## src/pciBridge_consts.svh

```systemverilog
// PCI bridge constants
// Bus commands, burst and timeout values

`ifndef PCI_BRIDGE_CONSTS_SVH
`define PCI_BRIDGE_CONSTS_SVH

// PCI bus command codes on CBE in the address phase
`define PCI_CMD_IO_READ    4'b0010
`define PCI_CMD_IO_WRITE   4'b0011
`define PCI_CMD_MEM_READ   4'b0110
`define PCI_CMD_MEM_WRITE  4'b0111
`define PCI_CMD_CFG_READ   4'b1010
`define PCI_CMD_CFG_WRITE  4'b1011

// Lane word for reads, every byte lane enabled
`define PCI_LANES_ALL      4'b0000

// Width of the beat and DEVSEL wait counters
`define PCI_COUNT_W        3

// Beats in one burst line
`define PCI_BURST_BEATS    3'd4

// Data phase cycles allowed before a master abort
`define PCI_DEVSEL_TIMEOUT 3'd5

`endif

```

## src/pciBridgePkg.sv

```systemverilog
// PCI bridge types
// Request, command and lane word definitions

`default_nettype none

`include "pciBridge_consts.svh"

package pciBridgePkg;

  // CPU side access type, from the PCIAT pins
  typedef enum logic [1:0] {
    ACC_CONFIG0 = 2'b00,
    ACC_CONFIG1 = 2'b01,
    ACC_MEMORY  = 2'b10,
    ACC_IO      = 2'b11
  } accessType;

  // Bus commands the initiator can issue
  typedef enum logic [3:0] {
    CMD_IO_READ   = `PCI_CMD_IO_READ,
    CMD_IO_WRITE  = `PCI_CMD_IO_WRITE,
    CMD_MEM_READ  = `PCI_CMD_MEM_READ,
    CMD_MEM_WRITE = `PCI_CMD_MEM_WRITE,
    CMD_CFG_READ  = `PCI_CMD_CFG_READ,
    CMD_CFG_WRITE = `PCI_CMD_CFG_WRITE
  } pciCommand;

  // Active low byte lane enables, lowest lane in the top bit
  typedef struct packed {
    logic lowLow;
    logic lowMid;
    logic upMid;
    logic upUp;
  } byteEnables;

  // CBE lane word
  // Command in the address phase, byte enables in the data phase
  typedef union packed {
    pciCommand  cmd;
    byteEnables lanes;
  } cbeWord;

  // Captured CPU request
  typedef struct packed {
    accessType  access;
    logic       read;
    logic [1:0] addrLow;
    logic       burst;
    byteEnables lanes;
  } pciRequest;

endpackage

`default_nettype wire

```

## src/pciBridgeTop.sv

```systemverilog
// CPU to PCI bridge initiator

`timescale 1ns/1ps
`default_nettype none

module pciBridgeTop import pciBridgePkg::*; (
  input  wire             CLK40,
  input  wire             RESETn,
  // CPU side
  input  wire             TSn,
  input  wire             BPRO_ENn,
  input  wire             RnW,
  input  wire             BURST,
  input  wire accessType  pciat,
  input  wire [1:0]       A,
  input  wire byteEnables lanes,
  // PCI target responses
  input  wire             DEVSELn,
  input  wire             TRDYn,
  // PCI initiator outputs
  output logic            FRAMEn,
  output logic            IRDYn,
  output cbeWord          CBE,
  output logic [1:0]      AD,
  output logic            adOe,
  // CPU status
  output logic            pciCycleN,
  output logic            transferAckN,
  output logic            transferErrN
);

  logic       pending;
  logic       accept;
  pciRequest  request;
  cbeWord     addrCbe;
  cbeWord     dataCbe;
  logic [1:0] adLow;

  // Start detect and request hold
  pciCycleCatch catchInst (
    .CLK40    (CLK40),
    .RESETn   (RESETn),
    .TSn      (TSn),
    .BPRO_ENn (BPRO_ENn),
    .RnW      (RnW),
    .BURST    (BURST),
    .pciat    (pciat),
    .A        (A),
    .lanes    (lanes),
    .accept   (accept),
    .pending  (pending),
    .request  (request)
  );

  // Request to command, AD bits and lanes
  pciCommandEncode encodeInst (
    .request (request),
    .addrCbe (addrCbe),
    .dataCbe (dataCbe),
    .adLow   (adLow)
  );

  pciInitiatorFsm fsmInst (
    .CLK40        (CLK40),
    .RESETn       (RESETn),
    .pending      (pending),
    .burst        (request.burst),
    .addrCbe      (addrCbe),
    .dataCbe      (dataCbe),
    .adLowIn      (adLow),
    .DEVSELn      (DEVSELn),
    .TRDYn        (TRDYn),
    .accept       (accept),
    .FRAMEn       (FRAMEn),
    .IRDYn        (IRDYn),
    .CBE          (CBE),
    .AD           (AD),
    .adOe         (adOe),
    .pciCycleN    (pciCycleN),
    .transferAckN (transferAckN),
    .transferErrN (transferErrN)
  );

endmodule

`default_nettype wire

```

## src/pciCommandEncode.sv

```systemverilog
// PCI command and lane encoder

`timescale 1ns/1ps
`default_nettype none

`include "pciBridge_consts.svh"

module pciCommandEncode import pciBridgePkg::*; (
  input  wire pciRequest request,
  output cbeWord         addrCbe,
  output cbeWord         dataCbe,
  output logic [1:0]     adLow
);

  ////////////////////////////////////////////////////////////
  // Address phase
  ////////////////////////////////////////////////////////////

  always_comb begin
    case (request.access)
      ACC_MEMORY: begin
        addrCbe.cmd = request.read ? CMD_MEM_READ : CMD_MEM_WRITE;
        adLow       = request.addrLow;
      end
      ACC_IO: begin
        addrCbe.cmd = request.read ? CMD_IO_READ : CMD_IO_WRITE;
        adLow       = request.addrLow;
      end
      default: begin
        // Config type 0 or 1
        addrCbe.cmd = request.read ? CMD_CFG_READ : CMD_CFG_WRITE;
        // Config type goes out on AD[1:0]
        adLow       = request.access;
      end
    endcase
  end

  ////////////////////////////////////////////////////////////
  // Data phase
  ////////////////////////////////////////////////////////////

  // Reads take every lane
  // Writes use the CPU lane enables as given
  always_comb begin
    dataCbe.lanes = request.read ? byteEnables'(`PCI_LANES_ALL) : request.lanes;
  end

endmodule

`default_nettype wire

```

## src/pciCycleCatch.sv

```systemverilog
// PCI cycle start catch

`timescale 1ns/1ps
`default_nettype none

module pciCycleCatch import pciBridgePkg::*; (
  input  wire             CLK40,
  input  wire             RESETn,
  input  wire             TSn,
  input  wire             BPRO_ENn,
  input  wire             RnW,
  input  wire             BURST,
  input  wire accessType  pciat,
  input  wire [1:0]       A,
  input  wire byteEnables lanes,
  input  wire             accept,
  output logic            pending,
  output pciRequest       request
);

  // One cycle flag for a start seen on the CPU bus
  logic startSeen;
  logic takeStart;

  // Transfer start into the PCI window
  // Blocked while an earlier start is still waiting
  assign takeStart = !TSn && !BPRO_ENn && !startSeen && !pending;

  always_ff @(posedge CLK40) begin
    if (!RESETn) begin
      startSeen <= 1'b0;
      pending   <= 1'b0;
    end else begin
      startSeen <= takeStart;
      // Hold until the state machine takes the request
      pending   <= startSeen || (pending && !accept);
    end
  end

  // Request fields, sampled on the same edge as the start
  always_ff @(posedge CLK40) begin
    if (takeStart) begin
      request.access  <= pciat;
      request.read    <= RnW;
      request.addrLow <= A;
      request.burst   <= BURST;
      request.lanes   <= lanes;
    end
  end

endmodule

`default_nettype wire

```

## src/pciInitiatorFsm.sv

```systemverilog
// PCI initiator state machine
// Address phase, data beats and master abort

`timescale 1ns/1ps
`default_nettype none

`include "pciBridge_consts.svh"

module pciInitiatorFsm import pciBridgePkg::*; (
  input  wire         CLK40,
  input  wire         RESETn,
  input  wire         pending,
  input  wire         burst,
  input  wire cbeWord addrCbe,
  input  wire cbeWord dataCbe,
  input  wire [1:0]   adLowIn,
  input  wire         DEVSELn,
  input  wire         TRDYn,
  output logic        accept,
  output logic        FRAMEn,
  output logic        IRDYn,
  output cbeWord      CBE,
  output logic [1:0]  AD,
  output logic        adOe,
  output logic        pciCycleN,
  output logic        transferAckN,
  output logic        transferErrN
);

  typedef enum logic [1:0] {
    ST_IDLE,
    ST_ADDR,
    ST_DATA,
    ST_TURN
  } fsmState;

  fsmState                  state;
  // Beats still to move in this cycle
  logic [`PCI_COUNT_W-1:0]  beatsLeft;
  // Data phase cycles spent without DEVSELn
  logic [`PCI_COUNT_W-1:0]  devselWait;
  logic                     beatDone;
  logic                     abortNow;

  // Take a waiting request only from idle
  assign accept = (state == ST_IDLE) && pending;

  // Target and initiator both ready
  assign beatDone = (state == ST_DATA) && !DEVSELn && !TRDYn && !IRDYn;

  // No target claimed the cycle in time
  assign abortNow = (state == ST_DATA) && DEVSELn &&
                    (devselWait == `PCI_DEVSEL_TIMEOUT - 3'd1);

  ////////////////////////////////////////////////////////////
  // State and bus outputs
  ////////////////////////////////////////////////////////////

  always_ff @(posedge CLK40) begin
    if (!RESETn) begin
      state        <= ST_IDLE;
      FRAMEn       <= 1'b1;
      IRDYn        <= 1'b1;
      adOe         <= 1'b0;
      pciCycleN    <= 1'b1;
      transferAckN <= 1'b1;
      transferErrN <= 1'b1;
      CBE.cmd      <= CMD_MEM_READ;
      AD           <= 2'b00;
      beatsLeft    <= '0;
      devselWait   <= '0;
    end else begin
      // CPU strobes last one cycle
      transferAckN <= 1'b1;
      transferErrN <= 1'b1;
      case (state)
        ST_IDLE: begin
          if (accept) begin
            // Address phase on the bus
            state     <= ST_ADDR;
            FRAMEn    <= 1'b0;
            pciCycleN <= 1'b0;
            adOe      <= 1'b1;
            CBE       <= addrCbe;
            AD        <= adLowIn;
            beatsLeft <= burst ? `PCI_BURST_BEATS : 3'd1;
          end
        end
        ST_ADDR: begin
          // First data phase, AD released
          state      <= ST_DATA;
          IRDYn      <= 1'b0;
          adOe       <= 1'b0;
          CBE        <= dataCbe;
          FRAMEn     <= (beatsLeft == 3'd1);
          devselWait <= '0;
        end
        ST_DATA: begin
          if (abortNow) begin
            // Master abort
            transferErrN <= 1'b0;
            FRAMEn       <= 1'b1;
            IRDYn        <= 1'b1;
            state        <= ST_TURN;
          end else if (beatDone) begin
            transferAckN <= 1'b0;
            beatsLeft    <= beatsLeft - 3'd1;
            // Last beat follows, so FRAMEn goes high now
            if (beatsLeft == 3'd2) begin
              FRAMEn <= 1'b1;
            end
            if (beatsLeft == 3'd1) begin
              IRDYn <= 1'b1;
              state <= ST_TURN;
            end
          end else if (DEVSELn) begin
            devselWait <= devselWait + 3'd1;
          end
        end
        ST_TURN: begin
          // One idle clock before the bus is free again
          pciCycleN <= 1'b1;
          CBE.cmd   <= CMD_MEM_READ;
          state     <= ST_IDLE;
        end
        default: begin
          state <= ST_IDLE;
        end
      endcase
    end
  end

endmodule

`default_nettype wire
```

## config.mk

```make
export PLATFORM = sky130hd
export DESIGN_NAME = pciBridgeTop
export DESIGN_NICKNAME = d
export VERILOG_FILES = /design/src/pciBridgePkg.sv /design/src/pciBridgeTop.sv /design/src/pciCommandEncode.sv /design/src/pciCycleCatch.sv /design/src/pciInitiatorFsm.sv
export VERILOG_INCLUDE_DIRS = /design/src
export SDC_FILE = /design/constraint.sdc
export NUM_CORES = 1
export LEC_CHECK = 0
export ABC_AREA = 1
export BUFFER_PORTS_ARGS = -buffer_cell sky130_fd_sc_hd__buf_4
export CAP_MARGIN = 20
export CORE_AREA = 5 5 67 51
export CTS_CLUSTER_SIZE = 40
export DETAILED_ROUTE_END_ITERATION = 6
export DIE_AREA = 0 0 72 56
export PLACE_DENSITY = 0.78
export SYNTH_ARGS = -nofsm -noshare
export SYNTH_HDL_FRONTEND = slang
export SYNTH_SLANG_ARGS = --single-unit
```

## constraint.sdc

```tcl
create_clock -name CLK40 -period 4.8 [get_ports CLK40]
set_clock_uncertainty 0.2 [all_clocks]
set_input_delay 0.48 -clock CLK40 [delete_from_list [all_inputs] [get_ports CLK40]]
set_output_delay 0.48 -clock CLK40 [all_outputs]
set_load 0.1 [all_outputs]
```

# Yosys cells after proc, flatten, opt, wreduce, memory -nomap -nowiden
# Index checks and enable logic that the tools add are counted.
# word_totals
inputBits	16
register_bits	32
# classes
n_eq_ne	16
n_reduce_logical	38
muxes	36
bitwise	2
add_sub_neg	2
# op_table
operator	n
$mux W3	7
$mux W1	13
$pmux W3 S2	2
$pmux W4 S3	1
$reduce_and A4 Y1	3
$logic_and A1 B1 Y1	10
$mux W2	5
$reduce_and A2 Y1	5
$eq A2 B2 Y1 const B	4
$logic_not A1 Y1	8
$mux W4	2
$ne A2 B2 Y1 const B	4
$pmux W2 S4	1
$pmux W4 S2	1
$reduce_bool A2 Y1	4
$ne A3 B2 Y1 const B	2
$pmux W1 S2	3
$reduce_and A3 Y1	2
$reduce_bool A3 Y1	2
$add A3 B1 Y3 const B	1
$eq A3 B1 Y1 const B	1
$eq A3 B2 Y1 const B	1
$eq A3 B3 Y1 const B	1
$ne A3 B1 Y1 const B	1
9 further kinds	10

# Depth between registers and ports, before layout
# depth
depth_word	7
ltp_mapped	10
depth_no_buf	10

# Cells and area by module
# From an unflattened synthesis, not the netlist that was laid out.
# unflattened
hier_cells	195
area_unflattened_um2	1560.2
# modules_own_cells
mod	cells_each	seq_area_each_um2	n_inst	area_per_inst_um2
pciInitiatorFsm	155	400.4	1	1104.8
pciCycleCatch	22	340.3	1	384.1
pciCommandEncode	18	0.0	1	71.3

# Least setup slack after synthesis
# Ideal clock, no wire load.
# synth_path
path_type	input to register
startpoint	input BPRO_ENn
endpoint	register catchInst.request[0] (netlist name)
arrival_ns	1.511
path_slack_ns	2.699
cell_stages	2
path_buffers	0
cell_sequence	or2_2 -> nor3_1
# synth_between
elab_chain_len	4
# synth_lines
element	line	source
from (decl)	pciBridgeTop.sv:11	input wire BPRO_ENn,
$logic_not A1 Y1	pciCycleCatch.sv:27	assign takeStart = !TSn && !BPRO_ENn && !startSeen && !pending;
$logic_and A1 B1 Y1 (3 in series)	pciCycleCatch.sv:27	
via catchInst.takeStart	pciCycleCatch.sv:23	logic takeStart;
# The timed path passes the listed nets, and every way through them passes these cells.
# A chain may end at the register's enable or synchronous reset.

# Worst setup path in the final report
# layout_path
startpoint	register fsmInst.state[0]
endpoint	register fsmInst.devselWait[0]
# layout_between
elab_chain_len	6
word_cells_on_any_way	13
classes_between	eq/ne: 5; mux: 1; reduce/logical: 7
# layout_lines
element	line	source
from (decl)	pciInitiatorFsm.sv:37	fsmState state;
from (signal assigned)	pciInitiatorFsm.sv:61	state <= ST_IDLE;
from (signal assigned)	pciInitiatorFsm.sv:80	state <= ST_ADDR;
from (signal assigned)	pciInitiatorFsm.sv:91	state <= ST_DATA;
$eq A2 B2 Y1	pciInitiatorFsm.sv:49, pciInitiatorFsm.sv:52, pciInitiatorFsm.sv:76	
$logic_and A1 B1 Y1 (3 in series)	pciInitiatorFsm.sv:49	assign beatDone = (state == ST_DATA) && !DEVSELn && !TRDYn && !IRDYn;
$ne A2 B2 Y1 (no source line)	n/a	
$reduce_and A4 Y1 (no source line)	n/a	
to (signal assigned)	pciInitiatorFsm.sv:117	devselWait <= devselWait + 3'd1;
to (decl)	pciInitiatorFsm.sv:41	logic [`PCI_COUNT_W-1:0] devselWait;
# Several ways; a longest one is shown, not always the timed one.

==> qor.yml <==
outcome:
  status: "completed"
routing:
  postRouteAntennaNets: 0
  wl_per_cell_um: 12.8
  via_per_inst: 5.06
  vias: 1204
  dr.pass1.iters: 4
  dr.first_iter.drc_count: 78
  routed_wl_um: 3050
  drc: 0
sta:
  fmax_mhz: 546
  slew_violations: 0
  grt_setup_unrepaired: "no"
  finalHoldViolCount: 0
  finalCriticalPeriod_ps: 1830
  slew_headroom_pct: 69.4
  post-route-period-util_pct: 38.2
  fin_tns_setup_ps: 0
  setup_ws_ps: 2970
  finalSetupViolations: 0
  tightest_slew_ps: 455
floorplan:
  die_y_um: 56
  die_w_um: 72
  dieArea_um2: 4030
  placementRows: 16
  initial_core_util_pct: 56.1
  core_um2: 2680
  num_io_pins: 28
synthesis:
  seq_area_frac_synth_pct: 49.3
  synth_fp_nets: 195
  synth_area_leader_cell: "dfxtp_1"
  ys_warn_count: 0
  ys_types: 29
  synth_seq_cells: 32
  synth_cells: 168
  synth_edf_count: 10
  synth_ff_type: "dfxtp_1"
  synthTopCellsByArea: "dfxtp_1, edfxtp_1, ha_1"
  synth_area_um2: 1500
  ys_async_sr_fraction_pct: 0
  synth_most_common_cell: "nand2_1"
  synth_area_per_cell_um2: 8.95
  synth_top_area_share_pct: 29.3
  synth_common_cells: "nand2_1, dfxtp_1, nand3_1"
clocking:
  cts-resized-gates: 0
  h-tree-depth: 2
  clk_pin_slew_worst_paths_ps: 70
  clkSinkCount: 32
  cts_tree: "built"
  clk_latency_ps: 280
  cts_root_buffer: "clkbuf_8"
  cts_hold_buf: 0
  cts_buffers: 5
  cts_setup_buffers: 0
  clk_path_buf_depth: 2
place:
  port_buffers: 27
  place_ws_ps: 2730
  hpwl_um: 2330
  gp_congestion: 0.815
min_path:
  hp-class: "in -> reg"
  hold_path.startpoint: "A[0]"
  hold_end: "catchInst.request[5]"
  holdPathStages: 1
power_and_ir_drop:
  p_per_area_nw_per_um2: 549
  vdd_ir_drop_max_mv: 0.244
  power.total_uw: 1000
  leakage_uw: 0.000810
global_route:
  grt_pass1_vias: 1158
  grt_max_degree: 17
  grt_pass1_wl_um: 5290
  grt_usage_pct: 16.9
  overflow: 0
  antenna_found_initial: 0
worst_setup_path:
  worst_setup_path_start_kind: "flip-flop"
  ff2ff_setup_slack_ps: 2970
  r2r-start: "fsmInst.state[0]"
  worst-r2r-cell-count: 8
  r2r-end: "fsmInst.devselWait[0]"
  crit_fanout: 10
  critPathArrivalTime_ps: 1810
  critical_path_class: "reg -> reg"
  cp-end-kind: "flip-flop"
  cp.required_ps: 4780
layout:
  layout.nets: 228
  area_delta_synth_final_pct: 21.2
  num_antenna_cells: 0
  drive_gt1_share_pct: 23.8
flow_run:
  maxCapViolCount: 0
-- flip-flops by register name, summed over array words and instances (netlist names) --
name and cells:
catchInst.pending 1, catchInst.request 10, catchInst.startSeen 1, fsmInst.AD 2, fsmInst.CBE 4, fsmInst.FRAMEn 1
fsmInst.IRDYn 1, fsmInst.adOe 1, fsmInst.beatsLeft 3, fsmInst.devselWait 3, fsmInst.pciCycleN 1, fsmInst.state 2
fsmInst.transferAckN 1, fsmInst.transferErrN 1
-- worst max-delay path, cell delays in order, from the launching register on --
cell	delay [ps]
dfxtp_1	360
inv_1	120
ha_1	270
inv_2	220
nor2_8	60
nor2_1	210
nand2_2	110
o21ai_1	120
a21oi_1	50
-- power by group --
group | internal [uW] | switching [uW] | total, uW | leakage, uW
sequential | 320 | 26.6 | 346 | 0.000273
clock | 100 | 101 | 201 | 0.0000388
combinational | 124 | 329 | 453 | 0.000498
total | 544 | 456 | 1000 | 0.000810
-- layer usage --
metal / routed length [um] / part of all wire (%) / vias up / global-route usage, %
li1: - / - / 621 / -
met1: 1490 / 49 / 541 / 23.3
met2: 1290 / 42 / 33 / 23.7
met3: 210 / 6.9 / 9 / 5.42
met4: 57 / 1.9 / 0 / 8.04
met5: 0 / 0 / - / 0
-- worst max-delay path by stage --
stage / start / to / cells after the start
2_1_floorplan: BPRO_ENn / catchInst.request[0] / 2
3_3_place_gp: BPRO_ENn / catchInst.request[1] / 3
3_5_place_dp: BPRO_ENn / catchInst.request[8] / 4
4_1_cts: fsmInst.state[0] / fsmInst.devselWait[0] / 8
5_1_grt: fsmInst.state[0] / fsmInst.CBE[1] / 8
6_report: fsmInst.state[0] / fsmInst.devselWait[0] / 8
-- metrics by stage --
step / instance area [um2] / hold WS (ps) / util (%) / instances
after floorplan: 1500 / 220 / - / 168
after CTS: 1820 / 161 / 68.0 / 238
final: 1820 / 168 / 68.0 / 238
after global routing: 1820 / 157 / 68.0 / 238
after global placement: 1730 / 236 / 64.6 / 229
after detailed placement: 1740 / 244 / 64.8 / 230
-- layout by cell type, fill, tap and decap left out, drive strengths merged --
cell	instances
nand2	34
buf	28
dfxtp	22
inv	20
nand3	18
nor2	17
a21oi	14
ha	11
edfxtp	10
o21ai	7
clkbuf	6
o211ai	3
nor3	2
or2	1
xor2	1
nand4	1
nor4	1
and3b	1
a31oi	1
nand3b	1
xnor2	1
clkinv	1
clkinvlp	1
-- layout make-up --
class                      instances  area [um2]
clock buffer                       6        72.6
clock inverter                     2        11.3
fill                             226         860
inverter                          20        75.1
multi-input combinational        114         671
sequential                        32         741
tap                               36        45.0
timing repair buffer              28         208
-- kinds of logic (layout without fill, tap and decap cells) --
group	Yosys count	after routing	synth area share [%]
buffers and inverters	22	56	6.16
AO/OA/AOI/OAI	25	25	9.15
XOR/XNOR	2	2	1.16
AND/OR/NAND/NOR	76	76	25.1
flip-flops	32	32	49.3
adder cells (fa/ha/maj)	11	11	9.15
No activity file was read; power rests on OpenSTA's default activity.
